<file path="config.mk">
export PLATFORM = sky130hd
export DESIGN_NAME = cpu_top
export DESIGN_NICKNAME = d
export VERILOG_FILES = /design/src/source/cpu_pkg.sv /design/src/source/cpu_top.sv /design/src/source/writeback_unit.sv /design/src/source/execute_unit.sv /design/src/source/register_access.sv /design/src/source/decode_unit.sv /design/src/source/fetch_unit.sv
export SDC_FILE = /design/constraint.sdc
export NUM_CORES = 1
export LEC_CHECK = 0
export ABC_AREA = 1
export BUFFER_PORTS_ARGS = -buffer_cell sky130_fd_sc_hd__buf_2
export CAP_MARGIN = 5
export CORE_MARGIN = 10
export CORE_UTILIZATION = 25
export DETAILED_ROUTE_END_ITERATION = 10
export HOLD_SLACK_MARGIN = 0.05
export PLACE_DENSITY = 0.42
export SYNTH_ARGS = -nofsm -noshare
export SYNTH_HDL_FRONTEND = slang
export SYNTH_HIERARCHICAL = 1
export SYNTH_SLANG_ARGS = --single-unit
</file>
<file path="constraint.sdc">
create_clock -name clk -period 5.8 [get_ports clk]
set_clock_uncertainty 0.15 [all_clocks]
set_input_delay 0.29 -clock clk [delete_from_list [all_inputs] [get_ports clk]]
set_output_delay 0.29 -clock clk [all_outputs]
set_load 0.03 [all_outputs]
</file>
<file path="src/source/cpu_pkg.sv">
package cpu_pkg;

   typedef logic [31:0] addr_t;
   typedef logic [31:0] word_t;
   typedef logic [2:0]  reg_idx_t;

   typedef enum logic [3:0] {
      op_movi  = 4'd0,
      op_add   = 4'd1,
      op_sub   = 4'd2,
      op_and   = 4'd3,
      op_or    = 4'd4,
      op_xor   = 4'd5,
      op_store = 4'd6,
      op_halt  = 4'd7   // Also every undefined code
   } opcode_e;

   localparam int OPC_LSB     = 28;
   localparam int DST_LSB     = 25;
   localparam int SRC_LSB     = 22;
   localparam int IMM_W       = 16;
   localparam int INSTR_BYTES = 4;
   localparam int NUM_REGS    = 8;

   typedef struct packed {
      opcode_e  opcode;
      reg_idx_t dst;
      reg_idx_t src;
      word_t    imm;      // Zero extended
   } decoded_t;

   typedef struct packed {
      opcode_e  opcode;
      reg_idx_t dst;
      word_t    a;        // Value of dst
      word_t    b;        // Value of src
      word_t    imm;
   } operands_t;

   typedef struct packed {
      opcode_e  opcode;
      reg_idx_t dst;
      word_t    value;
      addr_t    address;  // Store target
   } result_t;

   function automatic logic writes_reg(opcode_e op);
      return (op != op_store) && (op != op_halt);
   endfunction

endpackage
</file>
<file path="src/source/cpu_top.sv">
`timescale 1ns/1ps

module cpu_top import cpu_pkg::*; #(
   parameter addr_t RESET_PC = '0
) (
   input  logic  clk,
   input  logic  rst_n,

   output logic  imem_valid,
   input  logic  imem_ready,
   output addr_t imem_address,
   input  logic  imem_dp_valid,
   output logic  imem_dp_ready,
   input  word_t imem_dp_read_data,

   output logic  wmem_valid,
   input  logic  wmem_ready,
   output addr_t wmem_address,
   output word_t wmem_wr_data,

   output logic  halted
);

   logic      f_valid, f_ready;
   word_t     f_instr;
   logic      d_valid, d_ready;
   decoded_t  d_instr;
   logic      r_valid, r_ready;
   operands_t r_ops;
   logic      e_valid, e_ready;
   result_t   e_res;

   logic      e_pending_valid, w_pending_valid;
   reg_idx_t  e_pending_dst, w_pending_dst;

   // Register write from writeback
   logic      wb_en;
   reg_idx_t  wb_dst;
   word_t     wb_data;

   fetch_unit #(.RESET_PC(RESET_PC)) i_fetch_unit (
      .clk, .rst_n,
      .imem_valid, .imem_ready, .imem_address,
      .imem_dp_valid, .imem_dp_ready, .imem_dp_read_data,
      .f_valid, .f_ready, .f_instr
   );

   decode_unit i_decode_unit (
      .clk, .rst_n,
      .f_valid, .f_ready, .f_instr,
      .d_valid, .d_ready, .d_instr
   );

   register_access i_register_access (
      .clk, .rst_n,
      .d_valid, .d_ready, .d_instr,
      .r_valid, .r_ready, .r_ops,
      .e_pending_valid, .e_pending_dst,
      .w_pending_valid, .w_pending_dst,
      .wb_en, .wb_dst, .wb_data
   );

   execute_unit i_execute_unit (
      .clk, .rst_n,
      .r_valid, .r_ready, .r_ops,
      .e_valid, .e_ready, .e_res,
      .e_pending_valid, .e_pending_dst
   );

   writeback_unit i_writeback_unit (
      .clk, .rst_n,
      .e_valid, .e_ready, .e_res,
      .wb_en, .wb_dst, .wb_data,
      .w_pending_valid, .w_pending_dst,
      .wmem_valid, .wmem_ready, .wmem_address, .wmem_wr_data,
      .halted
   );

endmodule

</file>
<file path="src/source/writeback_unit.sv">
`timescale 1ns/1ps

module writeback_unit import cpu_pkg::*; (
   input  logic     clk,
   input  logic     rst_n,

   input  logic     e_valid,
   output logic     e_ready,
   input  result_t  e_res,

   output logic     wb_en,
   output reg_idx_t wb_dst,
   output word_t    wb_data,
   output logic     w_pending_valid,
   output reg_idx_t w_pending_dst,

   output logic     wmem_valid,
   input  logic     wmem_ready,
   output addr_t    wmem_address,
   output word_t    wmem_wr_data,

   output logic     halted
);

   logic is_store;

   assign is_store = (e_res.opcode == op_store);

   // After halt everything is drained and dropped
   assign e_ready = halted || !is_store || wmem_ready;

   assign wb_en   = e_valid && !halted && writes_reg(e_res.opcode);
   assign wb_dst  = e_res.dst;
   assign wb_data = e_res.value;

   assign w_pending_valid = wb_en;
   assign w_pending_dst   = e_res.dst;

   assign wmem_valid   = e_valid && is_store && !halted;
   assign wmem_address = e_res.address;  // Held by execute until taken
   assign wmem_wr_data = e_res.value;

   always_ff @(posedge clk) begin
      if (!rst_n) begin
         halted <= 1'b0;
      end else if (e_valid && (e_res.opcode == op_halt)) begin
         halted <= 1'b1;  // Sticky until reset
      end
   end

endmodule

</file>
<file path="src/source/execute_unit.sv">
`timescale 1ns/1ps

module execute_unit import cpu_pkg::*; (
   input  logic      clk,
   input  logic      rst_n,

   input  logic      r_valid,
   output logic      r_ready,
   input  operands_t r_ops,

   output logic      e_valid,
   input  logic      e_ready,
   output result_t   e_res,

   output logic      e_pending_valid,
   output reg_idx_t  e_pending_dst
);

   word_t alu_out;

   always_comb begin
      case (r_ops.opcode)
         op_movi:  alu_out = r_ops.imm;
         op_add:   alu_out = r_ops.a + r_ops.b;  // Wraps at 32 bits
         op_sub:   alu_out = r_ops.a - r_ops.b;
         op_and:   alu_out = r_ops.a & r_ops.b;
         op_or:    alu_out = r_ops.a | r_ops.b;
         op_xor:   alu_out = r_ops.a ^ r_ops.b;
         op_store: alu_out = r_ops.a;            // Store data
         default:  alu_out = '0;
      endcase
   end

   assign r_ready = !e_valid || e_ready;

   always_ff @(posedge clk) begin
      if (!rst_n) begin
         e_valid <= 1'b0;
      end else if (r_valid && r_ready) begin
         e_valid <= 1'b1;
      end else if (e_ready) begin
         e_valid <= 1'b0;
      end
   end

   always_ff @(posedge clk) begin
      if (r_valid && r_ready) begin
         e_res <= '{
            opcode:  r_ops.opcode,
            dst:     r_ops.dst,
            value:   alu_out,
            address: addr_t'(r_ops.imm)
         };
      end
   end

   assign e_pending_valid = e_valid && writes_reg(e_res.opcode);
   assign e_pending_dst   = e_res.dst;

endmodule

</file>
<file path="src/source/register_access.sv">
`timescale 1ns/1ps

module register_access import cpu_pkg::*; (
   input  logic      clk,
   input  logic      rst_n,

   input  logic      d_valid,
   output logic      d_ready,
   input  decoded_t  d_instr,

   output logic      r_valid,
   input  logic      r_ready,
   output operands_t r_ops,

   input  logic      e_pending_valid,
   input  reg_idx_t  e_pending_dst,
   input  logic      w_pending_valid,
   input  reg_idx_t  w_pending_dst,

   input  logic      wb_en,
   input  reg_idx_t  wb_dst,
   input  word_t     wb_data
);

   word_t regs [NUM_REGS];
   word_t dst_val;
   word_t src_val;
   logic  r_busy;
   logic  hazard;

   // Store reads dst, so both fields count
   function automatic logic hits(logic busy, reg_idx_t busy_dst, decoded_t instr);
      return busy && ((busy_dst == instr.src) || (busy_dst == instr.dst));
   endfunction

   assign r_busy = r_valid && writes_reg(r_ops.opcode);  // Own output not yet in execute

   assign hazard = hits(r_busy, r_ops.dst, d_instr)
                || hits(e_pending_valid, e_pending_dst, d_instr)
                || hits(w_pending_valid, w_pending_dst, d_instr);

   assign d_ready = (!r_valid || r_ready) && !hazard;

   // Write-through from writeback in the same cycle
   assign dst_val = (wb_en && (wb_dst == d_instr.dst)) ? wb_data : regs[d_instr.dst];
   assign src_val = (wb_en && (wb_dst == d_instr.src)) ? wb_data : regs[d_instr.src];

   always_ff @(posedge clk) begin
      if (!rst_n) begin
         for (int i = 0; i < NUM_REGS; i++) begin
            regs[i] <= '0;
         end
      end else if (wb_en) begin
         regs[wb_dst] <= wb_data;
      end
   end

   always_ff @(posedge clk) begin
      if (!rst_n) begin
         r_valid <= 1'b0;
      end else if (d_valid && d_ready) begin
         r_valid <= 1'b1;
      end else if (r_ready) begin
         r_valid <= 1'b0;
      end
   end

   always_ff @(posedge clk) begin
      if (d_valid && d_ready) begin
         r_ops <= '{
            opcode: d_instr.opcode,
            dst:    d_instr.dst,
            a:      dst_val,
            b:      src_val,
            imm:    d_instr.imm
         };
      end
   end

endmodule

</file>
<file path="src/source/decode_unit.sv">
`timescale 1ns/1ps

module decode_unit import cpu_pkg::*; (
   input  logic     clk,
   input  logic     rst_n,

   input  logic     f_valid,
   output logic     f_ready,
   input  word_t    f_instr,

   output logic     d_valid,
   input  logic     d_ready,
   output decoded_t d_instr
);

   logic [3:0] opc_field;
   decoded_t   fields;

   assign opc_field = f_instr[OPC_LSB +: 4];

   always_comb begin
      // Unknown opcodes stop the machine
      if (opc_field > 4'(op_halt)) begin
         fields.opcode = op_halt;
      end else begin
         fields.opcode = opcode_e'(opc_field);
      end
      fields.dst = f_instr[DST_LSB +: 3];
      fields.src = f_instr[SRC_LSB +: 3];
      fields.imm = {{($bits(word_t) - IMM_W){1'b0}}, f_instr[IMM_W-1:0]};
   end

   // Take a new word whenever the stage register empties this cycle
   assign f_ready = !d_valid || d_ready;

   always_ff @(posedge clk) begin
      if (!rst_n) begin
         d_valid <= 1'b0;
      end else if (f_valid && f_ready) begin
         d_valid <= 1'b1;
      end else if (d_ready) begin
         d_valid <= 1'b0;
      end
   end

   always_ff @(posedge clk) begin
      if (f_valid && f_ready) begin
         d_instr <= fields;
      end
   end

endmodule

</file>
<file path="src/source/fetch_unit.sv">
`timescale 1ns/1ps

module fetch_unit import cpu_pkg::*; #(
   parameter addr_t RESET_PC = '0
) (
   input  logic  clk,
   input  logic  rst_n,

   output logic  imem_valid,
   input  logic  imem_ready,
   output addr_t imem_address,
   input  logic  imem_dp_valid,
   output logic  imem_dp_ready,
   input  word_t imem_dp_read_data,

   output logic  f_valid,
   input  logic  f_ready,
   output word_t f_instr
);

   typedef enum logic [1:0] {
      fetch_request,
      fetch_wait,
      fetch_hold
   } fetch_state_e;

   fetch_state_e state;
   addr_t        pc;
   word_t        slot;

   assign imem_address  = pc;
   assign imem_dp_ready = (state == fetch_wait);  // Slot is empty while waiting
   assign f_valid       = (state == fetch_hold);
   assign f_instr       = slot;

   always_ff @(posedge clk) begin
      if (!rst_n) begin
         state      <= fetch_request;
         pc         <= RESET_PC;
         imem_valid <= 1'b0;
      end else begin
         case (state)
            fetch_request: begin
               if (imem_valid && imem_ready) begin
                  imem_valid <= 1'b0;
                  state      <= fetch_wait;
               end else begin
                  imem_valid <= 1'b1;  // First request after reset
               end
            end
            fetch_wait: begin
               if (imem_dp_valid) begin
                  state <= fetch_hold;
               end
            end
            fetch_hold: begin
               // Next request goes out as soon as decode has the word
               if (f_ready) begin
                  pc         <= pc + addr_t'(INSTR_BYTES);
                  imem_valid <= 1'b1;
                  state      <= fetch_request;
               end
            end
            default: begin
               state <= fetch_request;
            end
         endcase
      end
   end

   always_ff @(posedge clk) begin
      if (imem_dp_valid && imem_dp_ready) begin
         slot <= imem_dp_read_data;
      end
   end

endmodule

</file>
### Word level (Yosys, flattened, before mapping)

Memory sizes are Yosys's and may differ from the RTL's. A register that Yosys moved wholly into a read port is not among the register bits.
Index checks and enable logic that the tools add are counted.

| operators by class | value |
|---|---|
| add/subtract/negate cells | 3 |
| $lt $le $gt $ge | 1 |
| eq/ne operators | 21 |
| muxes and demuxes | 21 |
| bitwise gates (word level) | 3 |
| reductions and logical operators | 43 |

Operator list:

| operator | number |
|---|---|
| one-hot mux 32 bit (7 select lines) | 1 |
| adder 32 x 3 -> 32 bit, second input constant | 1 |
| adder 32 bit | 1 |
| bitwise AND 32 bit | 1 |
| 2-to-1 mux 32 bit | 1 |
| bitwise OR 32 bit | 1 |
| OR reduction 32 bit | 1 |
| subtractor 32 bit | 1 |
| bitwise XOR 32 bit | 1 |
| equality test 4 x 3 -> 1 bit, second input constant | 5 |
| logical AND 1 bit | 18 |
| != test 4 x 3 -> 1 bit, second input constant | 4 |
| 2-to-1 mux 1 bit | 13 |
| equality test 3 bit | 4 |
| logical OR 1 bit | 9 |
| equality test 4 x 2 -> 1 bit, second input constant | 2 |
| nonzero test 2 bit | 4 |
| zero test 1 bit | 6 |
| 2-to-1 mux 2 bit | 3 |
| one-hot mux 2 bit (3 select lines) | 1 |
| equality test 4 x 1 -> 1 bit, second input constant | 1 |
| greater-than comparator 4 x 3 -> 1 bit, second input constant | 1 |
| zero test 4 bit | 1 |
| != test 2 bit, second input constant | 2 |
| 8 further kinds | 9 |

| storage, ports and cells | value |
|---|---|
| register bits after elaboration | 175 |
| RAM bits | 256 |
| input bits | 37 |
| output and inout bits | 100 |
| logic and storage cells | 112 |
| memories kept | 1 |

Memory list:

| name | words | bits a word | rd ports | clocked after memory_dff | write ports | line | RTL |
|---|---|---|---|---|---|---|---|
| i_register_access.regs | 8 | 32 | 2 | 2 | 8 | register_access.sv:25 | `word_t regs [NUM_REGS];` |

### Longest topological paths before layout

Gate-level depths: netlist (run 1).

| logic depth | value |
|---|---|
| depth in word-level cells | 11 |
| depth in mapped cells | 23 |
| mapped depth without buffers | 23 |

### Hierarchy

Netlist (run 1), hierarchy kept.

By module, submodules not included:

| module | times used | cells each | area each (um^2) | sequential area each (um^2) |
|---|---|---|---|---|
| register_access | 1 | 1742 | 17436.7 | 10800.4 |
| execute_unit | 1 | 1115 | 7694.9 | 2152.1 |
| fetch_unit | 1 | 299 | 2716.4 | 1621.6 |
| decode_unit | 1 | 53 | 974.7 | 800.8 |
| writeback_unit | 1 | 120 | 863.3 | 20.0 |

### Least setup slack after synthesis (run 1)

No wires, ideal clock.

| timing | value |
|---|---|
| kind | register to register |
| start point | register i_writeback_unit.halted |
| end point | register, netlist name i_execute_unit/e_pending_dst[0] |
| library setup time | 523 ps |
| arrival | 4167 ps |
| required time | 5127 ps |
| path slack | 959 ps |
| cell stages (with the launch flop) | 5 |
| path buffers | 0 |
| clock period less this slack | 4841 ps |
| cells stage by stage | dfxtp_1 inv_1 nand2_1 inv_1 a21oi_1 |

| between the ends | value |
|---|---|
| longest elaborated chain between the ends | 4 |

RTL lines:

| what | line | RTL |
|---|---|---|
| start: declaration | writeback_unit.sv:22 | `output logic halted` |
| start signal: assignment | writeback_unit.sv:45 | `halted <= 1'b0;` |
| start signal: assignment | writeback_unit.sv:47 | `halted <= 1'b1;` |
| logical OR 1 bit (2 in a row) | writeback_unit.sv:30 | `assign e_ready = halted \|\| !is_store \|\| wmem_ready;` |
| via e_ready | cpu_top.sv:30 | `logic e_valid, e_ready;` |
| logical OR 1 bit | execute_unit.sv:34 | `assign r_ready = !e_valid \|\| e_ready;` |
| logical AND 1 bit | execute_unit.sv:47 | `if (r_valid && r_ready) begin` |

The timed path passes the listed nets, and every way through them passes these cells.
A chain may end at the register's enable or synchronous reset.

### Final worst setup path (run 1)

| timing | value |
|---|---|
| start point | register, netlist name i_register_access/r_ops[102] |
| end point | register, netlist name i_execute_unit/e_res[58] |

| between the ends | value |
|---|---|
| longest elaborated chain between the ends | 2 |
| elaborated cells between the ends (all ways) | 8 |

RTL lines:

| what | line | RTL |
|---|---|---|
| equality test 4 x 3 -> 1 bit, or another cell as far along | execute_unit.sv:22 | `case (r_ops.opcode)` |
| one-hot mux 32 bit (7 select lines) * | execute_unit.sv:22 |  |
| via i_execute_unit.alu_out[26] | execute_unit.sv:19 | `word_t alu_out;` |

The timed path passes the listed nets; every way through them passes the cells marked *.

==> run summary, run 1 <==
The flow ran to the end, and the final reports show no timing, DRC or antenna violations. The cell area that synthesis handed to floorplanning was 29500 um^2. STA classifies the critical path startpoint as a flop.

The tightest min-delay check is of the input pin to flop type. IR analysis of the VDD net gives a maximum drop of 0.000187 V. The startpoint identified for the worst register-to-register timing path is i_register_access/r_ops[102]$_DFFE_PP_.

For the cell row count, the log shows 125. The critical path starts at i_register_access/r_ops[102]$_DFFE_PP_. The leakage power figure is 12.9 nW.

CTS placed an instance of clkbuf_16 at the clock tree root. For the worst slew slack as a fraction of its limit, the log shows 0.234. The peak-usage layer in the global routing report is met2. Most frequent standard cell in the layout excluding fill and tap cells: nor2_1.

The tools report the count of instances resized after the clock tree is built as 0. The tools report the beginning of the worst hold path as rst_n. The die covers 132000 um^2. Buffers inserted during clock tree synthesis total 61.

The total wire length was 102 mm; the average wire length per cell after detail routing was 20.9 um. The number of I/O pins was 137. Setup repair after global routing left no endpoint under its margin. The logs give 3450 for the final layout net count and 1 for the initial antenna violation count. At the pin with the least slew margin, the transition time is 1150 ps. The total global-route track usage was 0.150. The tools report the met3 track utilization from global routing as 0.0208.

The half-perimeter wire length after placement was 64.2 mm. Measured along the x axis, the die boundary spans 364 um. The tree built by TritonCTS fans out to 519 sinks.

Entering global routing, the biggest net connects 189 pins. The design area was 32900 um^2; the deepest level of the CTS H-tree was 2. At the worst endpoint, the required time is 6080 ps. Setup total negative slack on the finished layout was measured at 0 ps. The clock-pin slew reported for the worst setup and hold paths after clock tree synthesis is 60 ps, and the floorplan core area is 117000 um^2. The via count of the first global-routing pass came out at 22.9k.

The tool flagged a number of max-cap violations equal to 0. The logs give 0 for the post-route antenna net violation count and 3 for the buffer levels on the longest clock path. Total number of vias: 23.2k.

Setup slack closes at 1660 ps. Post-synthesis area per instance: 8.88 um^2. The routability congestion estimate is 0.866, and the largest fanout of any net on the critical path is 27.

Met2 track demand over resource in global routing: 0.253. The cell count after synthesis is 3323. The run gives 0 as the final count of pins violating max slew. Dividing the detail-routed via count by the number of cells gives 4.74. The number of hold violations in the final report was 0; the number of antenna repair diodes was 0. STA classifies the critical path endpoint as a flop. In the layout the commonest cells are nor2_1, edfxtp_1, nand2_1, o21ai_0, inv_1.

The later pin in the worst-skew pair is clocked with a latency of 700 ps. The initial cell density of the core is 0.253, and the share of post-route cells with drive strength above 1 is 0.105. The warning count from the yosys run was 6; the count of port buffers added during placement was 128.

The part of the cycle the worst path needs was 0.715. For the number of DRC violations after detailed routing, the log shows 0. The post-route core utilization was 0.282.

Timing would allow up to 0.241 GHz. Prior to clock tree synthesis, the placed netlist has a worst setup slack of 1700 ps. The first-pass iteration count of the detailed router was 6. Critical setup path kind: flop to flop. The growth of design area from synthesis to finish is 11.6%. For the worst setup path, the data arrival time is 4430 ps. The global-route met1 utilization is 0.197. Summing all placed instances gives a cell area of 30700 um^2.

Setup violations remaining at the end of the flow were counted as 0. In this run the power density over the cells is 253 nW/um^2. The starting DRC count in detailed routing came out at 1828. After layout, the minimum clock period comes to 4140 ps. Measured along the y axis, the die boundary spans 364 um. The wire length of the first global-routing pass is 151 mm. TritonCTS built the clock tree.

The total overflow left after global routing is 0.
==> flip-flops by register name, indices dropped and copies added, names as in the netlist <==
signal / count
i_register_access/regs: 256
i_register_access/r_ops: 103
i_execute_unit/e_res: 68
i_fetch_unit/imem_address: 30
i_decode_unit/d_instr: 26
i_fetch_unit/f_instr: 26
i_execute_unit/e_pending_dst: 3
i_fetch_unit/state: 2
i_decode_unit/d_valid: 1
i_execute_unit/e_valid: 1
i_fetch_unit/imem_valid: 1
i_register_access/r_valid: 1
i_writeback_unit/halted: 1
==> per-layer routing <==
metal	up-vias	wire (um)	part of all wire
li1	11156	-	-
met4	0	2670	0.026
met2	633	48200	0.47
met5	-	0	0
met3	154	5060	0.050
met1	11235	46100	0.45
==> power breakdown <==
| part | switching (mW) | total (mW) | internal (mW) | leakage, nW |
|---|---|---|---|---|
| clock network | 1.68 | 3.86 | 2.18 | 0.948 |
| logic | 0.210 | 0.298 | 0.0874 | 7.00 |
| registers | 0.0374 | 4.19 | 4.15 | 4.98 |
==> final cells by class <==
type,instances,area [um^2]
inverters,345,1300
flip-flops and latches,519,15200
fillers,12477,83800
clock buffers,75,1600
well taps,1524,1910
clock inverters,40,360
repair buffers,198,1280
multi-input cells,2190,11300
==> path summary, 6_finish.rpt <==
path	end	slack [ps]	cells past startpoint
setup / recovery	i_execute_unit/e_res[58]$_DFFE_PP_	1660	17
hold / removal	i_fetch_unit/imem_valid$_SDFFE_PN0P_	130	3
hold reg to reg	i_decode_unit/d_instr[33]$_DFFE_PP_	260	0
setup reg to reg	i_execute_unit/e_res[58]$_DFFE_PP_	1660	17
==> repair_timing <==
item | CTS | global route
setup buffers | 0 | 0
hold endpoints to repair | 30 | 0
hold buffers | 29 | 0
==> critical path, cell delays in order (launching register included) <==
cell	delay, ps
edfxtp_1	460
nor2_2	330
nand2_2	420
inv_2	420
nor2_4	120
a21oi_2	130
xor2_1	170
inv_1	60
ha_1	350
nand2_1	130
nor2_1	250
nand2_1	140
nor4_1	200
nand2_1	170
nand2_1	100
nand2_1	50
nand3_1	140
nand2_1	90
==> metrics by stage <==
step / instances / hold WS (ps) / power, mW
after global placement: 4747 / 251 / 4.54
after detailed placement: 4747 / 255 / 4.55
after global routing: 4891 / 149 / 8.63
after CTS: 4891 / 97.9 / 8.46
final: 4891 / 125 / 8.34
after floorplan: 3340 / 239 / 4.44
Power figures use the tool's default switching activity.
==> inputs of run 2 (changes only) <==
- PLACE_DENSITY: 0.42 -> 0.44
- clock period: 5.8 -> 3.6 ns (I/O delays scaled with it)
==> run 2 against run 1 <==
Sequential cell count unchanged. Critical path type unchanged. Maximum frequency increased by 22%. Combinational power increased by 74%. Global-route usage decreased by 0.16 points. Worst hold slack got worse by 30 ps. Worst setup slack got worse by 1400 ps. Final area increased by 3.2%.
==> run summary, run 2 (synthesis gave the netlist of run 1 again) <==
The flow ran to the end, and the final reports show no timing, DRC or antenna violations. The largest registers in the layout are i_register_access/regs (256), i_register_access/r_ops (103), i_execute_unit/e_res (68). The share of post-route cells with drive strength above 1 came out at 0.128.

The worst setup path is launched from a flop. The die is 364 um wide. The initial cell density of the core came out at 0.253.

The analysis attributes to cell leakage a power of 13.5 nW. The length in cells of the worst reg-to-reg path was 18. The layout has 12.4k filler cells. In the routed layout, each cell is associated on average with a via count of 4.73. Counting every sink on the clock net gives 519. Once detailed placement completed, the half-perimeter wirelength came to 65.5 mm. The buffer levels on the longest clock path was 3. The top cell types in the final layout, fill and taps aside, are nor2_1, edfxtp_1, nand2_1, o21ai_0, inv_1. The die is 364 um tall. The clock root buffer was clkbuf_16. Post-placement cell count: 4815.

The run gives 0 as the number of hold violations in the final report. The routed layout has 23.6k vias. In this run the worst path has a maximum fanout of 5.

The overflow left after global routing was 0. Before antenna repair, the detailed router went through 6 iterations. The worst slew slack as a fraction of its limit is 0.230, and the part of the cycle the worst path needs is 0.942. For the max capacitance violation total, the log shows 0.

The average wire length per cell after detail routing is 20.4 um, and the growth of design area from synthesis to finish is 15.2%. The min-delay analysis places its worst path in the category input pin to flop. Setup violations remaining at the end of the flow were counted as 0.

The run gives 1908 as the starting DRC count in detailed routing. The floorplan step defined a die boundary enclosing 132000 um^2. The count of port buffers added during placement came out at 128. 137 I/O pins were placed.

For this block, the routed nets add up to 102 mm of wire. VDD sags by at most 0.000393 V. The tools report the final count of pins violating max slew as 0. STA classifies the critical path endpoint as a flop. Entering global routing, the biggest net connects 186 pins.

The run gives 207 ps as the post-layout worst setup margin. The cell row count is 125. Power spread over the standard cell area amounts to 400 nW/um^2. The logs give 34000 um^2 for the design area and 0.295 GHz for the highest achievable clock rate. The post-route antenna net violation count came out at 0.

Clock-pin slew was measured on the worst setup and hold paths at 60 ps. OpenSTA, run right after detailed placement, puts the worst setup slack at 43.9 ps. The logs give 117000 um^2 for the floorplan core area and 4987 for the filler-free cell count of the finished design.

The logs give 23.0k for the via count of the first global-routing pass and 2 for the deepest level of the CTS H-tree. The minimum period implied by the final worst setup slack is 3390 ps, and the flip-flop count of the largest register, all copies and words added is 256. The tools report the routability congestion estimate as 0.836. The wire length of the first global-routing pass was 149 mm.

The critical setup path kind is flop to flop. The register ranked first by flip-flop count is i_register_access/regs. The actual slew at the worst max-slew pin was 1150 ps. The signal arrival time at the worst endpoint is 3680 ps, and the final hold slack is 95.7 ps. The most frequent standard cell in the layout excluding fill and tap cells is nor2_1. Along the worst hold path, the cell count comes to 2. TritonCTS built the clock tree. After detailed routing, the number of remaining DRC violations is 0.

Setup repair after global routing could not meet its margin everywhere. The data required time of the critical path is 3880 ps. Summing all placed instances gives a cell area of 31300 um^2. Total clock buffers created by CTS: 61. The later-pin clock latency in the skew report was 690 ps. For the total global-route track usage, the log shows 0.148.

The initial antenna violation count is 0. The net count of the finished layout is 3546. The run gives 0 ps as the setup total negative slack.
run 2: per-layer routing:
| layer | vias to the layer above | share of wire | GRT usage |
|---|---|---|---|
| met1 | 11440 | 0.44 | 0.194 |
| met4 | 0 | 0.035 | 0.0565 |
| met2 | 608 | 0.47 | 0.251 |
| li1 | 11353 | - | - |
| met3 | 178 | 0.047 | 0.0152 |
| met5 | - | 0 | 0 |
run 2: worst paths after layout:
check,startpoint,to,slack [ps]
worst max register to register,i_register_access/r_ops[32]$_DFFE_PP_,i_execute_unit/e_res[50]$_DFFE_PP_,210
worst max-delay path,i_register_access/r_ops[32]$_DFFE_PP_,i_execute_unit/e_res[50]$_DFFE_PP_,210
worst min register to register,i_fetch_unit/f_instr[25]$_DFFE_PP_,i_decode_unit/d_instr[35]$_DFFE_PP_,270
worst min-delay path,imem_dp_read_data[4],i_fetch_unit/f_instr[4]$_DFFE_PP_,100
run 2: worst max-delay path, cell delays in order, from the launching register on:
cell	delay (ps)
edfxtp_1	390
inv_1	100
buf_4	130
nand3_2	120
nor2_4	200
nand2_2	110
nor2_1	140
nor2_1	60
xor2_1	140
ha_1	360
nand2_1	70
inv_1	90
nand2_1	140
nor3_2	220
nand4_1	250
nand3_1	150
nand2_1	50
nand3_1	180
nand2_1	90
run 2: repair_timing:
| item | CTS | global route |
|---|---|---|
| resized for setup | 0 | 21 |
| setup endpoints to repair | 0 | 14 |
| endpoints found under the hold margin | 57 | 0 |
| hold buffers | 54 | 0 |
| buffers inserted | 0 | 3 |
run 2: metrics by stage:
stage	total power [mW]	utilization
after floorplan	7.15	-
after detailed placement	7.34	0.268
final	13.6	0.291
after CTS	13.8	0.290
after global placement	7.34	0.268
after global routing	14.1	0.291
run 2: power breakdown:
part           leakage [nW]  total, mW  switching (mW)  internal, mW
sequential             4.98       6.74          0.0591          6.68
combinational          7.49      0.518           0.342         0.176
clock                 0.998       6.34            2.70          3.64
total                  13.5       13.6            3.10          10.5
run 2: cell type report:
class | count | area [um^2] | area share
Antenna cell | 1 | 2.50 | 0.0000736
Clock buffer | 68 | 1550 | 0.0457
Clock inverter | 46 | 492 | 0.0145
Inverter | 345 | 1300 | 0.0383
Multi-Input combinational cell | 2190 | 11400 | 0.334
Sequential cell | 519 | 15200 | 0.448
Tap cell | 1524 | 1910 | 0.0561
Timing Repair Buffer | 294 | 2160 | 0.0636
